### config.mk
export PLATFORM = sky130hd
export DESIGN_NAME = eeprom_frame_seq
export DESIGN_NICKNAME = d
export VERILOG_FILES = /design/src/rtl/eeprom_pkg.sv /design/src/rtl/eeprom_frame_seq.sv
export SDC_FILE = /design/constraint.sdc
export NUM_CORES = 1
export LEC_CHECK = 0
export ABC_AREA = 1
export BUFFER_PORTS_ARGS = -buffer_cell sky130_fd_sc_hd__buf_4
export CAP_MARGIN = 10
export CORE_UTILIZATION = 30
export DETAILED_ROUTE_END_ITERATION = 12
export GPL_TIMING_DRIVEN = 0
export HOLD_SLACK_MARGIN = 0.15
export PLACE_DENSITY = 0.58
export SYNTH_ARGS = -nofsm -noshare
export SYNTH_HDL_FRONTEND = slang
export SYNTH_SLANG_ARGS = --single-unit
export TNS_END_PERCENT = 20
### constraint.sdc
create_clock -name clk -period 5.05 [get_ports clk]
set_input_delay 1.01 -clock clk [delete_from_list [all_inputs] [get_ports clk]]
set_output_delay 1.01 -clock clk [all_outputs]
set_load 0.03 [all_outputs]
### src/rtl/eeprom_pkg.sv
package eeprom_pkg;

    // 2 K-byte part, 11 address bits
    typedef logic [10:0] addr_t;
    typedef logic [7:0]  byte_t;

    // operations handed from the frame sequencer to the bit engine
    typedef enum logic [1:0] {
        op_start,   // repeated start when issued after a byte
        op_write,
        op_read,
        op_stop
    } bus_op_t;

    // device type code, upper nibble of every control byte
    localparam logic [3:0] DEV_TAG = 4'b1010;

endpackage

### src/rtl/eeprom_frame_seq.sv
`timescale 1ns/1ps
module eeprom_frame_seq (
    input  logic                clk,
    input  logic                reset,
    input  logic                cmd_valid,
    input  logic                cmd_read,
    input  eeprom_pkg::addr_t   cmd_addr,
    input  eeprom_pkg::byte_t   cmd_data,
    input  logic                op_done,
    input  eeprom_pkg::byte_t   rx_byte,
    output logic                cmd_take,
    output logic                op_go,
    output eeprom_pkg::bus_op_t op,
    output eeprom_pkg::byte_t   op_byte,
    output eeprom_pkg::byte_t   rdata,
    output logic                ack
);
    import eeprom_pkg::*;

    typedef enum logic [3:0] {
        s_idle,
        s_start,
        s_ctrl,
        s_addr_lo,
        s_data,
        s_restart,
        s_ctrl_rd,
        s_read,
        s_stop,
        s_done
    } state_t;

    state_t state;
    state_t state_nxt;
    logic   rd_q;
    addr_t  addr_q;
    byte_t  data_q;
    logic   fire;

    assign cmd_take = (state == s_idle) && cmd_valid;
    assign ack      = (state == s_done);

    // every step into a bus state sends one operation
    assign fire = (state_nxt != state) && (state_nxt != s_idle) && (state_nxt != s_done);

    always_comb
    begin
        state_nxt = state;
        case (state)
            s_idle:    if (cmd_valid) state_nxt = s_start;
            s_start:   if (op_done) state_nxt = s_ctrl;
            s_ctrl:    if (op_done) state_nxt = s_addr_lo;
            s_addr_lo: if (op_done) state_nxt = rd_q ? s_restart : s_data;
            s_data:    if (op_done) state_nxt = s_stop;
            s_restart: if (op_done) state_nxt = s_ctrl_rd;
            s_ctrl_rd: if (op_done) state_nxt = s_read;
            s_read:    if (op_done) state_nxt = s_stop;
            s_stop:    if (op_done) state_nxt = s_done;
            default:   state_nxt = s_idle;
        endcase
    end

    always_ff @(posedge clk)
    begin
        if (reset)
        begin
            state <= s_idle;
            op_go <= 1'b0;
        end
        else
        begin
            state <= state_nxt;
            op_go <= fire;
        end
    end

    always_ff @(posedge clk)
    begin
        if (cmd_take)
        begin
            rd_q   <= cmd_read;
            addr_q <= cmd_addr;
            data_q <= cmd_data;
        end
        if (fire)
        begin
            case (state_nxt)
                s_start, s_restart: op <= op_start;
                s_read:             op <= op_read;
                s_stop:             op <= op_stop;
                default:            op <= op_write;
            endcase
            case (state_nxt)
                s_ctrl:    op_byte <= {DEV_TAG, addr_q[10:8], 1'b0};   // dummy write first
                s_ctrl_rd: op_byte <= {DEV_TAG, addr_q[10:8], 1'b1};
                s_addr_lo: op_byte <= addr_q[7:0];
                default:   op_byte <= data_q;
            endcase
        end
        // rx_byte still holds the read byte once the stop is done
        if (state_nxt == s_done && rd_q)
            rdata <= rx_byte;
    end

endmodule

# Yosys cells after proc, flatten, opt, wreduce, memory -nomap -nowiden
# Index checks and enable logic that the tools add are counted.
[totals]
ff_bits = 43
out_inout_bits = 21
elab_cells = 47
[op_classes]
eq_ne = 19
n_mux = 12
n_reduce_logical = 8
[op_table]
columns = ["cell", "n"]
rows = [
  ["two-way mux 4 bit", 8],
  ["one-hot mux 4 bit (8 select lines)", 1],
  ["== test 4 x 3 -> 1 bit, second input constant", 7],
  ["one-hot mux 8 bit (3 select lines)", 1],
  ["== test 4 x 2 -> 1 bit, second input constant", 4],
  ["== test 4 bit, second input constant", 4],
  ["== test 4 x 1 -> 1 bit, second input constant", 2],
  ["one-hot mux 2 bit (3 select lines)", 1],
  ["logical AND 1 bit", 4],
  ["zero test 4 bit", 1],
  ["inequality test 4 bit", 1],
  ["inequality test 4 bit, second input constant", 1],
  ["nonzero test 4 bit", 1],
  ["OR reduction 2 bit", 2],
  ["two-way mux 1 bit", 1],
]

# Logic depth before layout (Yosys ltp)
[logic_depth]
ltp_word = 6
depth_mapped = 12
ltp_nobuf = 12

# Worst setup path after synthesis
# No wires, ideal clock.
[synth_path]
path_kind = "input to output"
from = "in cmd_valid"
to = "out cmd_take"
arrival_time_ns = 1.688
t_required_ns = 4.040
setup_slack_ns = 2.352
cell_stages = 2
path_cell_list = "nand3_1 > inv_1"
[synth_between]
elab_chain_cells = 1
[synth_lines]
columns = ["element", "line_no", "source"]
rows = [
  ["start: declaration", "eeprom_frame_seq.sv:5", "input logic cmd_valid,"],
  ["logical AND 1 bit", "eeprom_frame_seq.sv:40", "assign cmd_take = (state == s_idle) && cmd_valid;"],
  ["end: declaration", "eeprom_frame_seq.sv:11", "output logic cmd_take,"],
]
# No other way between the ends.

# Worst setup path after layout
# Ends and elaborated chain as after synthesis.

==> summary.txt <==
Status
  • Outcome: finished clean

Synthesis
  • Post-synthesis sequential area ratio: between 60% and 70%
  • EDFF count, synth: 38
  • Avg Inst Size Synth: ~12 um^2
  • Synth Net Count: roughly 190
  • Async SR Flop Fraction: 0%
  • Number of distinct library cells after synthesis: 21
  • Register bit total from synthesis: between 40 and 50
  • Post-Syn Area: around 0.0018 mm^2
  • Yosys Warn Count: 0
  • Mapped Cells: ~150
  • Primary FF master, synth: edfxtp_1

Critical path
  • CP endpoint kind: output pin
  • CP cell instances: buf_4 -> nand3_1 -> inv_1 -> buf_4
  • CP peak stage delay: about 0.58 ns
  • CP most frequent cell: buf_4
  • Crit Path Max Fanout: 21
  • Critical setup path kind: primary input to output pin
  • CP arrival: between 2 and 2.5 ns
  • Nature of the critical path startpoint: primary input
  • Max stage delay cell, worst path: inv_1
  • CP required: a little over 4 ns

STA
  • Endpoints failing setup: 0
  • Final Max Tran Viols: 0
  • Crit path time final: roughly 3 ns
  • Crit share post-route: approximately 61%
  • Max Freq: around 330 MHz
  • Final setup TNS: 0 ns
  • Hold Violations, Final: 0
  • Worst clock skew: between 0.009 and 0.01 ns
  • Rel. slew slack: between 40% and 50%
  • Slew @ Worst Pin: about 0.75 ns
  • RSZ-0062 raised after global routing: false

Die
  • Initial Utilization: 31.7%
  • Core area: around 0.0056 mm^2
  • DIE AREA: about 0.0062 mm^2
  • Die height: just under 80 um
  • Io pins: 53
  • Die X: 79.0 um
  • Rows: 27

Clock tree
  • Number of H-tree levels: 2
  • Post-CTS repair timing setup buffer count: 0
  • Clock slew at reported path FFs: around 0.070 ns
  • Max clock buf depth: 2
  • Num CTS Buffers: 5
  • Clk_lat worst skew: ~0.3 ns
  • Hold_buf cts: 0
  • Clk sink count: 43
  • Root buffer cell: clkbuf_8
  • CTS resizes: 0
  • CTS tree: yes

Finish
  • # fillers: roughly 550
  • Final core utilization: 41.9%
  • Antenna cell count: 0
  • Layout cells sized above 1: 35.0%
  • Design area: ~0.0023 mm^2
  • Post-layout nets: ~250
  • Area Growth Syn to Fin: 32.0%

Pwr
  • P per Cell Area: between 300 and 400 mW/mm^2
  • Power share of the sequential group: 54.1%
  • P_int: between 0.5 and 0.6 mW
  • Leak: about 1 nW
  • Maximum vdd drop: between 0.15 and 0.2 mV
  • Clock power share: between 20% and 30%
  • Psw: ~0.23 mW
  • Switching part of the total power: 28.4%
  • Logic pwr share: roughly a fifth

Place
  • Port Buffer Count: 52
  • Hpwl dp: about 2300 um
  • Post-DP Area: 0.00226 mm^2
  • RD Place Congestion: roughly 0.83

Flow run
  • Max-cap viol count: 0

Detailed routing
  • Drc violations: 0
  • First-pass DRT Iterations: 4
  • Via count: 1243
  • Drt via density: ~4.3
  • Iteration-0 DRC Markers: 52
  • Routed WL: roughly 3200 um
  • Routed Antenna Nets: 0
  • DR WL/cell: approximately 11 um

GRT
  • Largest net degree at the start of global routing: 22
  • First-pass GRT wire length: 5260 um
  • Gr usage total: 11.2%
  • GR Overflow Total: 0
  • Vias in the first global route: 1122
  • Initial antenna violation count: 0

Min path
  • Hold Path Class: flip-flop to flip-flop
==> metal layers <==
layer	wire length [um]	global-route usage, %	vias to the layer above
met5	0	0	-
met4	36	3.82	0
met3	291	4.37	4
met2	1460	18.1	54
met1	1360	13.5	540
li1	-	-	645
==> metrics by stage <==
stage	total power [mW]	setup slack [ns]	hold WS (ns)	std cells
after floorplan	0.556	2.35	0.495	154
after global placement	0.622	1.96	0.503	278
after detailed placement	0.622	1.96	0.504	278
after CTS	0.832	1.96	0.523	286
after global routing	0.868	1.84	0.563	286
final	0.822	1.99	0.523	286
==> cells in the final DEF (no fill, tap or decap) <==
| master | netlist | layout |
|---|---|---|
| clkinv_2 | 1 | 2 |
| o21ai_0 | 1 | 1 |
| nand3_4 | 1 | 1 |
| nand2_4 | 1 | 1 |
| nor2_2 | 4 | 4 |
| inv_1 | 11 | 11 |
| buf_4 | 0 | 52 |
| inv_4 | 1 | 1 |
| inv_2 | 3 | 3 |
| a21oi_1 | 2 | 2 |
| nand3_2 | 1 | 1 |
| nand2_1 | 37 | 37 |
| nand3b_1 | 2 | 2 |
| nor3b_1 | 1 | 1 |
| clkbuf_8 | 0 | 5 |
| clkinvlp_4 | 0 | 2 |
| o31ai_1 | 1 | 1 |
| nand4_1 | 1 | 1 |
| nor3_1 | 1 | 1 |
| nor2_1 | 11 | 11 |
| dfxtp_1 | 5 | 5 |
| nand3_1 | 28 | 28 |
| edfxtp_1 | 38 | 38 |
| nor2_4 | 3 | 3 |
==> cell usage after synthesis, drive strengths merged, types with 2 or more instances <==
cell / n / area share, %
inv: 15 / 3.3
nand3: 30 / 9.4
nand3b: 2 / 0.84
a21oi: 2 / 0.56
edfxtp: 38 / 64
nor2: 18 / 5.6
nand2: 38 / 8.4
dfxtp: 5 / 5.6
==> flip-flops by register name (all words and copies together), names as in the netlist <==
name / flops
addr_q: 11
data_q: 8
op_byte: 8
rdata: 8
state: 4
op: 2
op_go: 1
rd_q: 1
==> cell families (layout without fill, tap and decap cells) <==
group | after synthesis | after routing | synth area share, %
AOI/OAI and AO/OA | 4 | 4 | 1.27
and+or+nand+nor | 91 | 91 | 25.4
DFF | 43 | 43 | 69.8
buffers and inverters | 16 | 76 | 3.59
==> worst max-delay path: cells and delay by family <==
family	cells	cell delay [ns]
buffers and inverters	3	0.94
AND/OR/NAND/NOR	1	0.09
==> power groups by stage <==
stage / clock network (mW) / registers (mW) / logic [mW]
finish: 0.211 / 0.445 / 0.167
global route: 0.236 / 0.448 / 0.185
CTS: 0.217 / 0.445 / 0.169
detailed placement: 0 / 0.453 / 0.169
global placement: 0 / 0.453 / 0.169
floorplan: 0 / 0.486 / 0.0701
==> layout make-up <==
cell class	count	area [um^2]	share of cell area [%]
clock buffer	5	68.8	2.93
timing repair buffer	52	390	16.6
tap	72	90.1	3.84
inverter	16	63.8	2.72
multi-input combinational	95	474	20.2
clock inverter	3	20.0	0.852
sequential	43	1240	52.9
==> worst paths after layout <==
path / from / slack [ns] / to / cells past startpoint
max: cmd_valid / 1.99 / cmd_take / 4
min: addr_q[4] / 0.52 / op_byte[4] / 2
max reg2reg: state[0] / 2.98 / op_byte[4] / 9
min reg2reg: addr_q[4] / 0.52 / op_byte[4] / 2
(Power assumes the default switching activity.)
