--- src/rtl/eeprom_pkg.sv ---
package eeprom_pkg;

    // 2 K-byte part, 11 address bits
    typedef logic [10:0] addr_t;
    typedef logic [7:0]  byte_t;

    // operations handed from the frame sequencer to the bit engine
    typedef enum logic [1:0] {
        op_start,   // repeated start when issued after a byte
        op_write,
        op_read,
        op_stop
    } bus_op_t;

    // device type code, upper nibble of every control byte
    localparam logic [3:0] DEV_TAG = 4'b1010;

endpackage

--- src/rtl/eeprom_bit_engine.sv ---
`timescale 1ns/1ps
module eeprom_bit_engine #(
    parameter int SCL_HALF = 2
) (
    input  logic                clk,
    input  logic                reset,
    input  logic                op_go,
    input  eeprom_pkg::bus_op_t op,
    input  eeprom_pkg::byte_t   op_byte,
    input  logic                sda_in,
    output logic                scl,
    output logic                sda_low,
    output logic                op_done,
    output eeprom_pkg::byte_t   rx_byte
);
    import eeprom_pkg::*;

    localparam int CW  = $clog2(SCL_HALF);
    localparam int MID = SCL_HALF / 2;

    logic          busy;
    bus_op_t       cur_op;
    logic [CW-1:0] cnt;
    logic [4:0]    half;        // odd halves are the scl high phase
    byte_t         shreg;
    logic          half_end;
    logic          last_half;
    logic          at_mid;
    logic          low_part;
    logic          ack_slot;

    assign half_end  = (cnt == CW'(SCL_HALF - 1));
    assign at_mid    = (cnt == CW'(MID));
    assign low_part  = (cnt < CW'(MID));
    assign ack_slot  = half[4];  // halves 16 and 17
    assign last_half = (cur_op == op_start || cur_op == op_stop) ? (half == 5'd1)
                                                                 : (half == 5'd17);
    assign rx_byte   = shreg;

    always_ff @(posedge clk)
    begin
        if (reset)
        begin
            busy    <= 1'b0;
            op_done <= 1'b0;
            scl     <= 1'b1;
            sda_low <= 1'b0;
            cnt     <= '0;
            half    <= '0;
        end
        else
        begin
            op_done <= 1'b0;
            if (!busy)
            begin
                if (op_go)
                begin
                    busy <= 1'b1;
                    cnt  <= '0;
                    half <= '0;
                end
            end
            else
            begin
                scl <= half[0];
                cnt <= half_end ? '0 : cnt + 1'b1;
                if (half_end)
                begin
                    if (last_half)
                    begin
                        busy    <= 1'b0;
                        op_done <= 1'b1;
                    end
                    else
                        half <= half + 5'd1;
                end
                case (cur_op)
                    op_start:
                        sda_low <= half[0] && !low_part;   // falls mid high phase
                    op_stop:
                        if (half[0])
                            sda_low <= low_part;           // rises mid high phase
                        else if (!low_part)
                            sda_low <= 1'b1;
                    op_write:
                        if (!half[0] && at_mid)
                            sda_low <= !ack_slot && !shreg[7];
                    default:
                        if (!half[0] && at_mid)
                            sda_low <= 1'b0;               // no ack after the read byte
                endcase
            end
        end
    end

    always_ff @(posedge clk)
    begin
        if (!busy && op_go)
        begin
            cur_op <= op;
            if (op == op_write)
                shreg <= op_byte;
        end
        else if (busy && cur_op == op_write && !half[0] && at_mid)
            shreg <= {shreg[6:0], 1'b0};                   // msb first
        else if (busy && cur_op == op_read && half[0] && cnt == '0 && !ack_slot)
            shreg <= {shreg[6:0], sda_in};                 // sampled as scl rises
    end

endmodule

--- config.mk ---
export PLATFORM = sky130hd
export DESIGN_NAME = eeprom_bit_engine
export DESIGN_NICKNAME = d
export VERILOG_FILES = /design/src/rtl/eeprom_pkg.sv /design/src/rtl/eeprom_bit_engine.sv
export SDC_FILE = /design/constraint.sdc
export NUM_CORES = 1
export LEC_CHECK = 0
export BUFFER_PORTS_ARGS = -buffer_cell sky130_fd_sc_hd__buf_4
export CAP_MARGIN = 10
export CORE_MARGIN = 2
export CORE_UTILIZATION = 51
export DETAILED_ROUTE_END_ITERATION = 6
export PLACE_DENSITY = 0.84
export SLEW_MARGIN = 0
export SYNTH_ARGS = -nofsm -noshare
export SYNTH_HDL_FRONTEND = slang
export SYNTH_SLANG_ARGS = --single-unit
--- constraint.sdc ---
create_clock -name clk -period 1.8 [get_ports clk]
set_input_delay 0.36 -clock clk [delete_from_list [all_inputs] [get_ports clk]]
set_output_delay 0.36 -clock clk [all_outputs]
set_load 0.02 [all_outputs]
After elaboration in Yosys (flattened, before gate mapping). Index checks and enable logic that the tools add are counted.

Logic and storage cells: 71. Register bits after elaboration: 20. Output and inout bits: 11. Input bits: 14.

$add $sub $neg: 2. Bitwise operators: 2. Mux-type cells: 22. Equality and inequality tests: 11. Reduce and logical (&&, ||, !) cells: 25. Magnitude comparators: 1.

Operators with widths (number): $mux W8 (4); $mux W5 (4); $mux W1 (13); $logic_and A1 B1 Y1 (11); $reduce_bool A3 Y1 (2); $add A5 B1 Y5 const B (1); $eq A5 B1 Y1 const B (1); $eq A5 B5 Y1 const B (1); $logic_not A1 Y1 (5); $eq A2 B1 Y1 const B (2); $eq A2 B2 Y1 const B (2); $ne A2 B1 Y1 const B (2); $ne A2 B2 Y1 const B (2); $reduce_and A4 Y1 (1); $ne A3 B3 Y1 const B (1); $pmux W1 S3 (1); $reduce_and A3 Y1 (1); $reduce_or A3 Y1 (1); $logic_not A2 Y1 (1); $not A1 Y1 (2); $reduce_and A2 Y1 (1); $reduce_bool A2 Y1 (1); $add A1 B1 Y1 const B (1); $logic_or A1 B1 Y1 (1); $lt A1 B1 Y1 const B (1).

Longest topological paths before layout.
Depth in word-level cells: 8. Depth in mapped cells: 6. Gate-level depth less buffers: 6.

Worst setup path after synthesis. No wires, ideal clock.

Kind: flip-flop to flip-flop. From: register busy. To: register shreg[0] (netlist: rx_byte[0]), enable pin. Setup slack: 203 ps. Library setup time: 374 ps. Buffers on the path: 2. Data required time: 1426 ps. Arrival: 1223 ps. Cell stages (with the launch flop): 5. Clock period less this slack: 1597 ps. Cell sequence: dfxtp_1 -> buf_2 -> nand2b_1 -> buf_2 -> o21ai_1.

Longest elaborated chain between the ends: 6. Elaborated cells between the ends (all ways): 12. Those cells by class: 1 x eq/ne; 11 x reduce/logical.

Ends and longest elaborated chain: start, declared (RTL line eeprom_bit_engine.sv:21) `logic busy;`; start signal, assigned (RTL line eeprom_bit_engine.sv:44) `busy <= 1'b0;`; start signal, assigned (RTL line eeprom_bit_engine.sv:58) `busy <= 1'b1;`; start signal, assigned (RTL line eeprom_bit_engine.sv:71) `busy <= 1'b0;`; $logic_and A1 B1 Y1 (4 in a row) (RTL line eeprom_bit_engine.sv:106) `else if (busy && cur_op == op_read && half[0] && cnt == '0 && !ack_slot)`; $reduce_bool A3 Y1 (no line); $reduce_and A2 Y1 (no line) (*); end signal, assigned (RTL line eeprom_bit_engine.sv:102) `shreg <= op_byte;`; end signal, assigned (RTL line eeprom_bit_engine.sv:105) `shreg <= {shreg[6:0], 1'b0};`; end signal, assigned (RTL line eeprom_bit_engine.sv:107) `shreg <= {shreg[6:0], sda_in};`; end, declared (RTL line eeprom_bit_engine.sv:25) `byte_t shreg;`.

Every way passes the cells marked *; elsewhere a longest branch is shown, timed or not. A chain may end at the register's enable or synchronous reset.

Worst setup path in the final report.
From: register cur_op[1]. To: register shreg[1] (netlist: rx_byte[1]), enable pin.

Longest elaborated chain between the ends: 7. Elaborated cells between the ends (all ways): 11. Those cells by class: 2 x eq/ne; 9 x reduce/logical.

Ends and longest elaborated chain: start, declared (RTL line eeprom_bit_engine.sv:22) `bus_op_t cur_op;`; start signal, assigned (RTL line eeprom_bit_engine.sv:100) `cur_op <= op;`; $eq A2 B2 Y1 (RTL line eeprom_bit_engine.sv:106); $logic_and A1 B1 Y1 (4 in a row) (RTL line eeprom_bit_engine.sv:106); $reduce_bool A3 Y1 (no line) (*); $reduce_and A2 Y1 (no line) (*).

Marks and branches as above.

==> results.md <==
* Status: completed
* Die area at 2424 um2
* Core ar. at 1942 um2
* Startpoint types: flop
* Worst slew pin tran at 374.8 ps
* Max-slew violations at 0
* Number of global-route vias before repair at roughly 840
* Sequential share of the synthesized area at 0.4796
* Die Wd at a little under 50 um
* Post-route clock skew at 12.35 ps
* Via count at 881
* Starting Density at 0.5374
* LEAKAGE at 0.5939 nW
* Root Driver: clkbuf_4
* Top-count cell post-synth: nand2_1
* Synth Flop Type: edfxtp_1
* Cell taking the most area after synthesis: edfxtp_1
* Final min period at 1705 ps
* Worst EP required at 1810 ps
* Max_cap viols at 0
* Source of the critical timing path: cur_op[1]
* Routed WL per cell at around 14 um
* Number of synthesized flops with an enable pin at 10
* Num rows at 16
* Worst setup path end: rx_byte[1]
* CTS buffer count at 3
* Synth top area cells: edfxtp_1 29%, dfxtp_1 19%, nand2_1 11%
* Finished Core Util at 0.7010
* Initial antenna violation count at 0
* Cell Pwr Density at 651.1 nW/um2
* Critical path class: reg -> reg
* Max Clk Rate at 0.5866 GHz
* Part of the cycle the worst path needs at 0.9471
* Layout cells sized above 1 at 0.3357
* # H-tree levels at 1
* Synth async-reset ratio at 0
* Filler cells at 156
* Area growth from synthesis to layout at 30.46%
* Vias/cell at 5.182
* Slew headroom at 0.7498
* Gr ovfl total at 0
* Bufs on Longest Clock Path at 2
* Synth warn at 0
* RSZ-0062 raised after global routing: no
* Drc violations at 0
* Antenna Cells at 0
* Crit path DAT at 1720 ps
* Clk sinks at 20
* # hold bufs at CTS at 0
* Delay-heaviest family, CP: flip-flops
* Total GRT Usage at 0.1997
* Largest net degree at the start of global routing at 13
* Slowest CP cell: edfxtp_1
* First-pass GRT wire length at around 3700 um
* RD Place Congestion at 0.7984
* Final nets at 165
* Cell variety after synth at 36
* RR Endpoint: rx_byte[1]
* Clock transition at path regs at 120 ps
* Routed Antenna Nets at 0
* Crit path cell chain: inv_2 > buf_4 > ha_1 > nand2_1 > nor2_1 > o21ai_1 > o21ai_1 > buf_4
* Crit. path cell count at 8
* Largest stage delay on the critical path at 450 ps
* Worst R2R Path Depth at 8
* # port buffers at 24
* Post-Syn Nets at 131
* CP bufs+invs at 3
* # setup viols final at 0
* Flops & latches, synth at 20
* Setup TNS at 0 ps
* Max rail drop VDD at 0.6115 mV
* I/O pins at 25
* R2r setup slk at ~95 ps
* Final wirelength at 2367 um
* Final Hold Viols at 0
* Worst R2R Start: cur_op[1]
* Total iterations of the first detailed-routing run at 4
* Top cell type's share of synthesized area at 0.2878
* Clock latency at the later pin of the worst-skew pair at around 300 ps
* Cells after Synth at 110
* DIE HEIGHT at 49.24 um
* DP HPWL at 1648 um
* Synth top cells by count: 30 x nand2_1, 10 x dfxtp_1, 10 x edfxtp_1
* Syn Area/Cell at 9.486 um2
* CTS tree: built
* Post-Syn Area at 1044 um2
* DRT iter0 DRCs at 37
* Max FO, Critical Path at 8
* Crit. End Element: flop
* Hold crit path type: in -> reg
[what timing repair did]
| action | CTS | global route |
|---|---|---|
| hold endpoints to repair | 0 | 0 |
| setup buffers | 0 | 6 |
| setup endpoints to repair | 0 | 1 |
| gates resized for setup | 0 | 6 |
[cell usage in the layout, fill, tap and decap left out, types with 2 or more instances in the layout]
master,instances
buf_4,33
nand2_1,30
dfxtp_1,10
edfxtp_1,10
nor2_1,6
ha_1,6
inv_1,4
nand2b_1,3
o21ai_1,3
or3_1,3
a21oi_1,3
clkbuf_4,3
inv_2,2
nand3_1,2
nor2b_1,2
[layer usage]
| metal | vias to the layer above | routed length (um) | track usage | share of wire |
|---|---|---|---|---|
| met5 | - | 0 | 0 | 0 |
| met4 | 0 | 43 | 0.05714 | 0.018 |
| met3 | 6 | 37 | 0.02761 | 0.016 |
| met2 | 9 | 1250 | 0.3626 | 0.53 |
| met1 | 419 | 1035 | 0.2436 | 0.44 |
| li1 | 447 | - | - | - |
[state kept, by name, summed over array words and instances (netlist names)]
register	count
scl	1
at_mid	1
rx_byte	8
half	5
op_done	1
busy	1
cur_op	2
sda_low	1
[logic make-up (layout without fill, tap and decap cells)]
| logic type | Yosys count | after routing | synth area share |
|---|---|---|---|
| xor+xnor | 1 | 1 | 0.008395 |
| fa+ha+maj | 7 | 7 | 0.08393 |
| compound gates | 15 | 15 | 0.1139 |
| flops | 20 | 20 | 0.4796 |
| buf+inv | 10 | 43 | 0.03956 |
| simple gates | 56 | 56 | 0.2638 |
| mux | 1 | 1 | 0.01079 |
[stage by stage]
step | cell area [um2] | std cells | hold slack (ps) | power, mW | setup WS (ps)
global placement | 1261 | 160 | 506.7 | 0.6455 | 176.6
floorplan | 1044 | 110 | 458.9 | 0.5951 | 202.8
detailed placement | 1261 | 160 | 521.7 | 0.6525 | 64.45
global route | 1361 | 170 | 223.2 | 0.9236 | 5.084
CTS | 1287 | 164 | 236.7 | 0.8697 | 8.515
finish | 1361 | 170 | 236.5 | 0.8864 | 95.17
[power breakdown]
group | internal, mW | switching (mW)
clock | 0.0863 | 0.139
sequential | 0.497 | 0.0157
combinational | 0.0721 | 0.0764
total | 0.655 | 0.231
[final cells by class]
type                    count  area [um2]  share of cell area
flip-flops and latches     20       500.5              0.3676
inverters                   6       22.52             0.01654
well taps                  27       33.78             0.02482
multi-input cells          80       530.5              0.3897
repair buffers             33       247.7              0.1820
clock buffers               4       26.28             0.01930
[worst min-delay path by stage]
stage | from | end | depth (start not counted)
floorplan | op[0] | cur_op[0] | 0
global placement | half[1] | half[1] | 2
detailed placement | half[1] | half[1] | 2
CTS | op[1] | cur_op[1] | 1
global route | op[1] | cur_op[1] | 1
finish | op[1] | cur_op[1] | 1
Power figures use the tool's default switching activity.
