--- config.mk ---
export PLATFORM = sky130hd
export DESIGN_NAME = eeprom_req_stage
export DESIGN_NICKNAME = d
export VERILOG_FILES = /design/src/rtl/eeprom_pkg.sv /design/src/rtl/eeprom_req_stage.sv
export SDC_FILE = /design/constraint.sdc
export NUM_CORES = 1
export LEC_CHECK = 0
export ABC_CLOCK_PERIOD_IN_PS = 3550
export BUFFER_PORTS_ARGS = -buffer_cell sky130_fd_sc_hd__buf_2
export CORE_ASPECT_RATIO = 0.7
export CORE_UTILIZATION = 40
export CTS_CLUSTER_SIZE = 40
export DETAILED_ROUTE_END_ITERATION = 6
export GPL_ROUTABILITY_DRIVEN = 0
export HOLD_SLACK_MARGIN = 0.15
export PLACE_DENSITY = 0.7
export REMOVE_ABC_BUFFERS = 1
export SETUP_SLACK_MARGIN = 0.3
export SLEW_MARGIN = 20
export SYNTH_ARGS = -nofsm -noshare
export SYNTH_HDL_FRONTEND = slang
export SYNTH_SLANG_ARGS = --single-unit
--- constraint.sdc ---
create_clock -name clk -period 3.55 [get_ports clk]
set_input_delay 0.1775 -clock clk [delete_from_list [all_inputs] [get_ports clk]]
set_output_delay 0.1775 -clock clk [all_outputs]
set_load 0.01 [all_outputs]
--- src/rtl/eeprom_pkg.sv ---
package eeprom_pkg;

    // 2 K-byte part, 11 address bits
    typedef logic [10:0] addr_t;
    typedef logic [7:0]  byte_t;

    // operations handed from the frame sequencer to the bit engine
    typedef enum logic [1:0] {
        op_start,   // repeated start when issued after a byte
        op_write,
        op_read,
        op_stop
    } bus_op_t;

    // device type code, upper nibble of every control byte
    localparam logic [3:0] DEV_TAG = 4'b1010;

endpackage

--- src/rtl/eeprom_req_stage.sv ---
`timescale 1ns/1ps
module eeprom_req_stage (
    input  logic              clk,
    input  logic              reset,
    input  logic              wr,
    input  logic              rd,
    input  eeprom_pkg::addr_t addr,
    input  eeprom_pkg::byte_t wdata,
    input  logic              cmd_take,
    output logic              cmd_valid,
    output logic              cmd_read,
    output eeprom_pkg::addr_t cmd_addr,
    output eeprom_pkg::byte_t cmd_data,
    output logic              busy
);
    import eeprom_pkg::*;

    logic  pend_valid;
    logic  pend_read;
    addr_t pend_addr;
    byte_t pend_data;
    logic  accept;

    assign busy   = cmd_valid & pend_valid;
    assign accept = (wr | rd) & ~busy;     // dropped while both slots are full

    always_ff @(posedge clk)
    begin
        if (reset)
        begin
            cmd_valid  <= 1'b0;
            pend_valid <= 1'b0;
        end
        else if (cmd_take)
        begin
            cmd_valid  <= pend_valid | accept;
            pend_valid <= 1'b0;
        end
        else if (accept)
        begin
            if (!cmd_valid)
                cmd_valid <= 1'b1;
            else
                pend_valid <= 1'b1;
        end
    end

    always_ff @(posedge clk)
    begin
        if (cmd_take && pend_valid)
        begin
            cmd_read <= pend_read;       // promote pending entry
            cmd_addr <= pend_addr;
            cmd_data <= pend_data;
        end
        else if (accept && (cmd_take || !cmd_valid))
        begin
            cmd_read <= ~wr;             // wr wins over rd
            cmd_addr <= addr;
            cmd_data <= wdata;
        end
        if (accept && cmd_valid && !cmd_take)
        begin
            pend_read <= ~wr;
            pend_addr <= addr;
            pend_data <= wdata;
        end
    end

endmodule

---- Word level (Yosys, flattened, before mapping) ----
Index checks and enable logic that the tools add are counted.
word-level totals
  flip-flop bits (word level) ............. 42
  latch bits .............................. 0
  RAM bits ................................ 0
  memory bits (read-only) ................. 0
  input bits .............................. 24
  logic and storage cells ................. 33
  memories kept ........................... 0
operators by class
  add/sub/neg operators ................... 0
  $mul .................................... 0
  divide/modulo/power cells ............... 0
  order comparisons ....................... 0
  equal/unequal tests ..................... 0
  shift-type cells ........................ 0
  multiplexer cells ....................... 8
  bitwise operators ....................... 6
  reductions and logical operators ........ 11
operator list
  cell                 number
  11-bit two-way mux   2
  8-bit two-way mux    2
  1-bit logical AND    4
  1-bit two-way mux    4
  2-bit nonzero test   2
  1-bit bitwise AND    2
  1-bit logical NOT    2
  1-bit inverter       2
  1-bit OR             2
  2-bit AND reduction  1
  2-bit OR reduction   1
  1-bit logical OR     1

---- Depth between registers and ports, before layout ----
Gate-level depths: netlist of run 1.
  word-level depth ........................ 6
  gate-level depth with buffers ........... 3
  mapped depth without buffers ............ 2

---- Worst setup path before layout of run 1 ----
OpenSTA, ideal clock, no wires.
  path type ............................... register to register
  start ................................... register pend_valid
  end ..................................... register cmd_addr[0] (enable)
  setup time .............................. 0.428 ns
  arrival time ............................ 2.102 ns
  data required time ...................... 3.122 ns
  path slack .............................. 1.020 ns
  stages on the path, launching flop included .. 4
  buffers on the path ..................... 1
  cells stage by stage .................... dfxtp_1 -> nand2_2 -> buf_6 -> a21boi_0
on the way
  longest elaborated chain between the ends .. 5
  elaborated cells on any way between the ends .. 6
  those cells by class .................... 3 x bitwise; 3 x reduce/logical
RTL lines
  what                              line                    source
  from (decl)                       eeprom_req_stage.sv:18  logic pend_valid;
  from (signal assigned)            eeprom_req_stage.sv:32  pend_valid <= 1'b0;
  from (signal assigned)            eeprom_req_stage.sv:37  pend_valid <= 1'b0;
  from (signal assigned)            eeprom_req_stage.sv:44  pend_valid <= 1'b1;
  1-bit bitwise AND                 eeprom_req_stage.sv:24  assign busy = cmd_valid & pend_valid;
  1-bit inverter                    eeprom_req_stage.sv:25  assign accept = (wr | rd) & ~busy;
  1-bit bitwise AND                 eeprom_req_stage.sv:25
  1-bit logical AND                 eeprom_req_stage.sv:56  else if (accept && (cmd_take || !cmd_valid))
  2-bit nonzero test (no line) (*)  -
  to (signal assigned)              eeprom_req_stage.sv:53  cmd_addr <= pend_addr;
  to (signal assigned)              eeprom_req_stage.sv:59  cmd_addr <= addr;
  to (decl)                         eeprom_req_stage.sv:12  output eeprom_pkg::addr_t cmd_addr,
Mark *: on every way between the ends. The rest lies on a longest branch, timed or not.
A chain may end at the register's enable or synchronous reset.

---- Final worst setup path of run 1 ----
  start ................................... input port cmd_take
  end ..................................... register cmd_addr[7] (enable)
on the way
  longest elaborated chain between the ends .. 3
  elaborated cells on any way between the ends .. 4
  those cells by class .................... 4 x reduce/logical
RTL lines
  what                              line                    source
  from (decl)                       eeprom_req_stage.sv:9   input logic cmd_take,
  1-bit logical OR                  eeprom_req_stage.sv:56
  1-bit logical AND                 eeprom_req_stage.sv:56
  2-bit nonzero test (no line) (*)  -
Marks and branches as above.

==> run summary, run 1 <==
The post-placement worst setup slack is 1.577 ns. Synthesis inferred 42 register bits. The source of the critical timing path is cmd_take. The filler cells instantiated in the layout total 296.

For the data required time of the critical path, the log shows 3.54 ns. The cell chosen for the clock root was sky130_fd_sc_hd__clkbuf_8. Of all nets on the critical path, the largest fanout is 22. The HPWL after detailed placement is 1863 microns. Worst path setup slack after routing: 1.498 ns.

The first global-routing pass estimated 4146 microns of wire. The average size of a mapped cell works out to 21.59 sq um. For the worst slew margin relative to its limit, the log shows 0.4676. Counting every instance in the synthesized netlist gives 75.

The worst hold path begins at wr. STA classifies the critical path endpoint as a flop. The total power draw came out at 0.9944 mW. STA classifies the critical path startpoint as an input pin.

In this design, the largest share of critical-path delay is due to buffers and inverters. After clock tree synthesis, the clock-pin slew on the worst setup and hold paths is 0.07 ns. The run gives 0.001619 sq mm as the cell area after technology mapping. The run gives 2 as the number of buffers on the longest clock path. Before antenna repair, the detailed router went through 4 iterations. The worst path in the final design needs a cycle of 2.052 ns, including I/O delays and setup. The flow ran to the end, and the final reports show no timing, DRC or antenna violations. From synthesis to final layout, the design area changed by 36.17%. In this run the post-CTS setup repair buffer count came out at 0.

The initial core utilization is 0.4383. In this run, post-CTS repair resized a total of 0 instances. The tools report the total vias in the final route as 897.

For this design the top-level I/O count stands at 46. The clock sink count came out at 42. The count of inserted antenna diode cells was 0. The H-tree level count is 2. The path class of the lowest-slack min-delay path is input pin to flop. The number of setup violations in the final report is 0.

The library cell used most frequently in the layout, excluding fill and tap cells, is sky130_fd_sc_hd__buf_2. Total global routing track utilization: 0.1375. Multi-input combinational cell area: 356.6 sq um.

The run gives 858 as the number of global-route vias before repair. The reg-to-reg critical path startpoint is pend_valid. In the routed design, unresolved DRC markers number 0. Core box area: 0.003694 sq mm. In the final design database the tool counted 172 nets. The clock reaches the later pin of the worst-skew pair after 0.30 ns. The count of final max-slew check failures came out at 0. Part of the Yosys area used for sequential elements: 0.7666. The final count of hold timing violations was 0; the floorplan die height was 55.23 microns.

After detailed placement, the total cell area comes to 0.001908 sq mm. Entering global routing, the biggest net connects 23 pins. Setup repair after global routing left no endpoint under its margin.

For the final routed database, the setup TNS stands at 0 ns. The total overflow left after global routing is 0. Including well taps, the total number of placed cells is 170. On the worst path, the slowest cell contributes a delay of 0.54 ns.

The tool flagged a number of max-cap violations equal to 0. The upper clock frequency limit was 487.3 MHz. The vias per cell works out to 4.508. The total routed wirelength is 2722 microns, and the starting DRC count in detailed routing is 39. In the layout the commonest cells are sky130_fd_sc_hd__buf_2, sky130_fd_sc_hd__edfxtp_1, sky130_fd_sc_hd__dlygate4sd3_1, sky130_fd_sc_hd__mux2_4, sky130_fd_sc_hd__clkbuf_8. The number of buffers and inverters on the critical path is 3. TritonCTS built the clock tree. Dividing the detail-routed wire length by the instance count gives 13.68 microns. The share of the clock period used by the worst path was 0.5781.

The signal on the critical path passes through dlygate4sd3_1 -> buf_2 -> nand2_2 -> a21boi_2 -> buf_4. The count of nets left with antenna violations once routing finished came out at 0. The share of post-route cells with drive strength above 1 came out at 0.5235. The critical path start-end classification was input pin to flop. Leaving out filler cells and counting taps, the final layout contains 199.

The tools report the number of library cell types mapped by synthesis as 15. The power density normalized to cell area is 451.1 mW/mm^2. The slowest stage of the critical path belongs to the cell sky130_fd_sc_hd__a21boi_2.

The measured slew at the worst slew-check pin was 0.7942 ns; the hold slack was 0.1856 ns. The count of hold buffers inserted by post-cts repair was 21; the maximum ir drop on the vdd rail was 317.6 uV. After routing the design area is 0.002205 sq mm.

The number of antenna violations at the first check in global routing came out at 0. Summed over all cells, the static leakage comes to 0.9290 nW. Buffers inserted during clock tree synthesis total 5.

The number of standard-cell rows in the floorplan is 18, and the final core utilization is 0.5969. Chip width: 78.04 microns. Port buffering added 45 buffers. During synthesis, Yosys emitted a total of 0 warnings. For the die area, the log shows 0.004310 sq mm. In the final layout, flip-flops and latches occupy 0.001241 sq mm. The logs give 2.04 ns for the critical path data arrival time and 0.008979 ns for the worst clock skew on the final layout.
synthesized netlist by cell type:
cell,n,area [sq um]
sky130_fd_sc_hd__mux2_4,18,270.3
sky130_fd_sc_hd__dfxtp_1,2,40.04
sky130_fd_sc_hd__nor2_1,1,3.750
sky130_fd_sc_hd__edfxtp_1,40,1201
sky130_fd_sc_hd__inv_1,2,7.510
sky130_fd_sc_hd__a31oi_1,1,6.260
sky130_fd_sc_hd__nor3_1,1,5.000
sky130_fd_sc_hd__nand2_2,1,6.260
sky130_fd_sc_hd__a21boi_0,1,7.510
sky130_fd_sc_hd__a211oi_1,1,7.510
sky130_fd_sc_hd__nand2b_1,1,6.260
sky130_fd_sc_hd__and2_2,1,7.510
sky130_fd_sc_hd__mux2_2,2,22.52
sky130_fd_sc_hd__o21ai_0,1,5.000
sky130_fd_sc_hd__buf_6,2,22.52
worst register-to-register path: stages, from the launching register on:
cell                       delay [ns]
sky130_fd_sc_hd__dfxtp_1         0.40
sky130_fd_sc_hd__nand2_2         0.42
sky130_fd_sc_hd__a21boi_2        0.54
sky130_fd_sc_hd__buf_4           0.30
cells by family after synthesis:
group	synth area share
buffers and inverters	0.01855
muxes	0.1808
DFF	0.7666
and+or+nand+nor	0.01778
AOI/OAI and AO/OA	0.01623
sequential cells by signal, indices dropped and copies added (netlist names):
register    count
cmd_addr       11
pend_addr      11
cmd_data        8
pend_data       8
cmd_read        1
cmd_valid       1
pend_read       1
pend_valid      1
metal layers:
layer	vias up	GRT usage	share of wire
met3	5	0.06942	0.078
li1	437	-	-
met4	0	0.05556	0.013
met5	-	0	0
met1	416	0.1758	0.46
met2	39	0.1980	0.45
power breakdown:
part | leakage, nW | total (mW) | internal, mW | switching [mW]
logic | 0.484 | 0.112 | 0.0619 | 0.0502
clock network | 0.0452 | 0.295 | 0.139 | 0.157
registers | 0.400 | 0.587 | 0.579 | 0.00846
area by class of cell:
class | count | share of cell area
sequential | 42 | 0.5630
inverter | 2 | 0.003405
clock buffer | 6 | 0.03292
clock inverter | 2 | 0.006243
timing repair buffer | 68 | 0.2043
tap | 50 | 0.02838
multi-input combinational | 29 | 0.1617
path summary, 6_finish.rpt:
check | end | slack (ns) | cells after the start
max | cmd_addr[7] | 1.50 | 5
min | pend_read | 0.19 | 2
max reg2reg | cmd_addr[7] | 1.60 | 3
min reg2reg | pend_valid | 0.52 | 2
Note: power is estimated with default switching activity, not from simulation.
==> run 2, diff against run 1 <==
ABC_CLOCK_PERIOD_IN_PS = 1900   (was 3550)
clock period = 1.9 ns   (was 3.55 ns; I/O delays follow)
==> run summary, run 2 (synthesis results as in run 1) <==
The flow ran to the end, and the final reports show no timing, DRC or antenna violations. The tools report the count of final max-slew check failures as 0. The tools report the met2 track demand over resource in global routing as 0.2143.

In this run the worst path has a maximum fanout of 11. The critical path in this run is classified as input pin to flop. The wire-length estimate of the detail-placed layout is 1912 microns.

Together, buffers and inverters on the worst path number 3. In the final layout, the registers with the most flip-flops are cmd_addr: 11 flops, pend_addr: 11 flops. The hold slack is 0.1710 ns. For the final database, setup skew stands at 0.005032 ns. The count of nets left with antenna violations once routing finished came out at 0. The vias per cell is 4.549, and the post-layout minimum cycle time is 1.400 ns.

In this run the worst hold path is classified as input pin to flop. The number of antenna violations at the first check in global routing was 0. The length in cells of the worst reg-to-reg path came out at 3. The floorplan step set the die width to 78.04 microns.

At the worst endpoint, the arrival time is 1.44 ns. The clock sink count came out at 42. The data required time of the critical path came out at 1.94 ns.

The number of global-route vias before repair was 903. The most utilized layer in the global route result is met2. The core box area came out at 0.003694 sq mm. The later pin in the worst-skew pair is clocked with a latency of 0.28 ns.

The detailed router finished its first iteration with 31 violations. For this design the ratio of total power to cell area is 874.4 mW/mm^2. The first-pass iteration count of the detailed router came out at 4. TritonCTS built the clock tree.

The total global routing track utilization came out at 0.1327. The final core utilization was 0.6138; the share of the clock period used by the worst path was 0.7369. The H-tree was split into 2 levels.

The maximum ir drop on the vdd rail was 630.9 uV; the total vias in the final route was 928. The worst slew margin relative to its limit is 0.8120, and the top-level port count is 46. The run gives 0.62 ns as the slack of the worst reg-to-reg path.

For the max-cap violation count, the log shows 0. The worst setup path is launched from an input pin. For the count of inserted antenna diode cells, the log shows 0.

The cell family with the largest share of critical-path delay was buffers and inverters. Derived from the worst setup path, the maximum achievable clock frequency is 714.2 MHz. The number of port buffers works out to 45. The endpoint identified for the worst register-to-register timing path is cmd_read. The met3 demand-to-capacity share in global routing is 0.05455. The die covers 0.004310 sq mm. The clock passes through at most 2 buffers. After detailed routing, the number of remaining DRC violations is 0. Wires add up to 2708 microns. For the final count of hold timing violations, the log shows 0. Relative area change from synthesis to final layout: 40.03%.

The run gives 0 as the total overflow reported by the global router. The tools report the reg-to-reg critical path startpoint as pend_valid. Traced cell by cell, the critical path runs through dlygate4sd3_1 -> buf_2 -> nand2_2 -> buf_4 -> mux2_2. The layout has 289 filler cells. The count of nets after finishing came out at 177.

In this run, CTS created clock tree buffers numbering 5. STA classifies the critical path endpoint as a flop. In the final routed layout, each cell accounts on average for 13.27 microns. For hold timing, the worst endpoint is pend_valid.

At the pin with the least slew margin, the transition time is 0.2810 ns. The top cell types in the final layout, fill and taps aside, are sky130_fd_sc_hd__buf_2, sky130_fd_sc_hd__edfxtp_1, sky130_fd_sc_hd__dlygate4sd3_1, sky130_fd_sc_hd__mux2_4, sky130_fd_sc_hd__buf_4. Floorplan die height: 55.23 microns. In this run the most critical hold path is launched from rd. Clock tree synthesis selected as its root buffer the cell sky130_fd_sc_hd__clkbuf_8.

The met1 track demand over resource in global routing was 0.1643; the share of post-route cells with drive strength above 1 was 0.5390. The cell depth of the worst min-delay path was 3; the clock-pin transition on the worst setup and hold timing paths was 0.08 ns. The largest net degree at the start of global routing was 14. On the worst path, the slowest cell contributes a delay of 0.52 ns.

For this design the static power due to leakage is 0.9643 nW. The initialized floorplan defines 18 standard-cell rows. The library cell used most frequently in the layout, excluding fill and tap cells, is sky130_fd_sc_hd__buf_2. The run gives 4209 microns as the first-pass GRT wire length. On the critical path, the stage with the largest delay is an instance of sky130_fd_sc_hd__dlygate4sd3_1. Setup repair after global routing left no endpoint under its margin.

The initial core utilization came out at 0.4383. The number of setup violations in the final report is 0.
[run 2: cell count changes in the layout (fill, tap and decap cells not counted)]
| cell | change |
|---|---|
| sky130_fd_sc_hd__dlygate4sd3_1 | +1 |
| sky130_fd_sc_hd__bufinv_16 | +1 |
| sky130_fd_sc_hd__clkinv_2 | +1 |
| sky130_fd_sc_hd__buf_4 | +4 |
| sky130_fd_sc_hd__clkbuf_1 | -1 |
| sky130_fd_sc_hd__clkinv_4 | -1 |
[run 2: through the flow]
| stage | power (mW) | cell area [sq um] | TNS, ns | setup slack (ns) | instances |
|---|---|---|---|---|---|
| after floorplan | 1.209 | 1597 | -24.88 | -0.8370 | 73 |
| after global placement | 1.295 | 1938 | 0 | 0.6617 | 174 |
| after detailed placement | 1.301 | 1938 | 0 | 0.6113 | 174 |
| after CTS | 2.001 | 2267 | 0 | 0.5004 | 204 |
| after global routing | 2.048 | 2267 | 0 | 0.4496 | 204 |
| final | 1.982 | 2267 | 0 | 0.4999 | 204 |
[run 2: layout make-up]
class | instances | area [sq um] | area share
Clock buffer | 5 | 68.82 | 0.03035
Multi-Input combinational cell | 29 | 356.6 | 0.1573
Sequential cell | 42 | 1241 | 0.5475
Timing Repair Buffer | 73 | 490.5 | 0.2163
Clock inverter | 3 | 40.04 | 0.01766
Tap cell | 50 | 62.56 | 0.02759
Inverter | 2 | 7.507 | 0.003311
[run 2: worst max-delay path by stage]
stage               startpoint     endpoint  slack (ns)  cells past startpoint
global route          cmd_take     cmd_read        0.45                      5
floorplan           pend_valid  cmd_addr[0]       -0.84                      2
global placement    pend_valid     cmd_read        0.66                      3
detailed placement  pend_valid     cmd_read        0.61                      3
finish                cmd_take     cmd_read        0.50                      5
CTS                   cmd_take     cmd_read        0.50                      5
[run 2: tightest hold or removal path: cells and delay by family]
kind / cells / cell delay, ns
compound gates: 2 / 0.21
buf+inv: 1 / 0.10
[run 2: timing repair]
item                                   CTS  global route
gates resized for setup                  0             0
buffers inserted                         0             0
hold buffers                            22             0
endpoints found under the hold margin   41             0
[run 2: metal layers]
metal,wire length [microns],up-vias
met3,198,4
met4,24,0
met1,1193,439
met2,1291,39
met5,0,-
li1,-,446
[run 2: power by group]
part           switching, mW  total (mW)  leakage, nW  internal (mW)
logic                 0.0947       0.216        0.506          0.121
clock network          0.283       0.669       0.0579          0.386
registers             0.0156        1.10        0.400           1.08
total                  0.393        1.98        0.964           1.59
==> run 3, diff against run 2 <==
ABC_CLOCK_PERIOD_IN_PS = 1500   (was 1900)
clock period = 1.5 ns   (was 1.9 ns; I/O delays follow)
==> run summary, run 3 (synthesis results as in run 1) <==
The final core utilization is 0.6535, and the total DRC errors in the routed layout is 0. The internal power component was 2.047 mW; the measured slew at the worst slew-check pin was 0.3872 ns. For the worst setup path, the data arrival time is 1.25 ns. After filler insertion, the fill cell instance count of the layout stands at 272. For this block, wires on met1 add up to 1453 microns.

The logs give 0.5165 mW for the net switching power of the design and 42 for the clock sink count. The top fanout value on the critical path works out to 5. The logs give 0 for the number of antenna violations at the first check in global routing and 182 for the count of nets after finishing.

The critical-path cell with the highest stage delay is sky130_fd_sc_hd__dfxtp_4. TritonCTS built the clock tree. The path class of the lowest-slack min-delay path is input pin to flop. The combinational share of power came out at 0.121. STA classifies the critical path endpoint as a flop. The slack of the worst reg-to-reg path was 0.30 ns; the top-level port count was 46. The final layout contains routed wiring with a total length of 3042 microns. The number of clock buffers added by TritonCTS is 5.

0 antenna diodes ended up in the layout. The tools report the worst path setup slack after routing as 0.2966 ns. For the worst setup path, the data required time is 1.54 ns.

Power spread over the standard cell area amounts to 1062 mW/mm^2. The floorplan step defined a die boundary enclosing 0.004310 sq mm. In this run, placement finished with an instance count of 174.

The largest registers in the layout are cmd_addr: 11 flops, pend_addr: 11 flops. Clock-pin slew was measured on the worst setup and hold paths at 0.07 ns. For the count of final max-slew check failures, the log shows 0.

From synthesis to final layout, the design area changed by 49.07%. The tools report the estimated wirelength of the detail-placed design as 1929 microns. The switching power share of the total was 0.2015.

The H-tree was split into 2 levels. The tools report the part of the total power dissipated in sequential elements as 0.543. Traced cell by cell, the critical path runs through nand2_8 -> clkbuf_16 -> mux2_4.

The detailed router placed 949 vias in this run. On the worst path, the slowest cell contributes a delay of 0.40 ns. Excluding fillers, the count of instances in the completed layout stands at 209. The leakage power figure was 1.038 nW; the maximum ir drop on the vdd rail was 615.5 uV. The number of global-route vias before repair was 902. The setup path with the least slack is of type flop to flop.

The logs give 0.004259 ns for the worst clock skew on the final layout and 1372 microns for the wire length on met2. The number of port buffers is 45. In the layout the commonest cells are sky130_fd_sc_hd__buf_2, sky130_fd_sc_hd__edfxtp_1, sky130_fd_sc_hd__dlygate4sd3_1, sky130_fd_sc_hd__mux2_4, sky130_fd_sc_hd__clkbuf_8.

The top routing layer in use is met4. Dividing the detail-routed via count by the number of cells gives 4.541. The type of element launching the critical path was a flop. The run gives 0.29 ns as the clock latency on the worst-skew pair. The share of the clock period used by the worst path was 0.8023; the post-layout minimum cycle time was 1.203 ns. The flow ran to the end, and the final reports show no timing, DRC or antenna violations.

The run gives 0.7409 as the worst slew margin relative to its limit. Setup repair after global routing could not meet its margin everywhere. The tools report the setup total negative slack as 0 ns. The run gives 0.001963 sq mm as the cell area after placement. The first-pass GRT wire length is 4305 microns.

The logs give 178 microns for the total length of routed met3 wires and 831.0 MHz for the upper clock frequency limit. The number of buffers on the longest clock path was 2; the max-cap violation count was 0. The detail-routed net length per standard cell was 14.56 microns; the share of post-route cells with drive strength above 1 was 0.5535.

Once layout is done, the placed cells without fillers occupy 0.002414 sq mm. The run gives 0.336 as the proportion of power drawn by the clock network. The total global routing track utilization is 0.1378, and the number of setup violations in the final report is 0. In this run the standard cell core region covers 0.003694 sq mm.

Final hold analysis gives a worst-case slack of 0.2456 ns. The initial core utilization is 0.4383. The tools report the cell chosen for the clock root as sky130_fd_sc_hd__clkbuf_8. From bottom edge to top edge, the die measures 55.23 microns. The chip width is 78.04 microns. The total overflow left after global routing is 0.

The most frequent standard cell in the layout excluding fill and tap cells is sky130_fd_sc_hd__buf_2. Row generation in the floorplan step produced 18 rows. The logs give 2.564 mW for the total power draw and 4 for the first-pass iteration count of the detailed router.

Entering global routing, the biggest net connects 14 pins. For the final count of hold timing violations, the log shows 0. The starting DRC count in detailed routing was 23; the post-placement worst setup slack was 0.2263 ns. The count of nets left with antenna violations once routing finished came out at 0.
## run 3: changes by cell type in the layout (fill, tap and decap cells not counted), sizes merged
cell         previous run  this run
buf                    51        53
clkbuf                  5         9
clkinv                  2         0
dlygate4sd3            22        23
## run 3: final timing paths
path / startpoint / to / cells past startpoint
max: pend_valid / cmd_addr[4] / 3
min: wr / cmd_valid / 3
max reg2reg: pend_valid / cmd_addr[4] / 3
min reg2reg: cmd_valid / pend_valid / 2
## run 3: what timing repair did
action                                  CTS  global route
hold buffers                             23             0
buffers inserted                          0             1
endpoints found under the setup margin   33            44
pin swaps                                 0             1
gates resized for setup                   3            10
hold endpoints to repair                 41             0
gates cloned                              0             3
## run 3: cell type report
cell class                      count  area [sq um]  area share
Clock buffer                        7         76.32     0.03162
Clock inverter                      1         30.03     0.01244
Inverter                            2         7.507    0.003110
Multi-Input combinational cell     29         389.1      0.1612
Sequential cell                    42          1246      0.5163
Tap cell                           50         62.56     0.02592
Timing Repair Buffer               78         601.8      0.2494
## run 3: worst max-delay path, delay by kind of cell, from the launching register on
kind	cells	cell delay [ns]
AND/OR/NAND/NOR	1	0.10
flip-flops	1	0.40
buffers and inverters	1	0.17
multiplexers	1	0.29
## run 3: routing by layer
layer	vias up	global-route usage
li1	455	-
met1	450	0.1721
met2	39	0.2168
met3	5	0.04628
met4	0	0.06349
met5	-	0
## run 3: power by group through the flow
stage / sequential (mW) / clock, mW / combinational (mW)
detailed placement: 1.42 / 0 / 0.236
finish: 1.39 / 0.860 / 0.310
global placement: 1.41 / 0 / 0.231
global route: 1.40 / 0.915 / 0.333
floorplan: 1.44 / 0 / 0.0870
CTS: 1.39 / 0.871 / 0.285
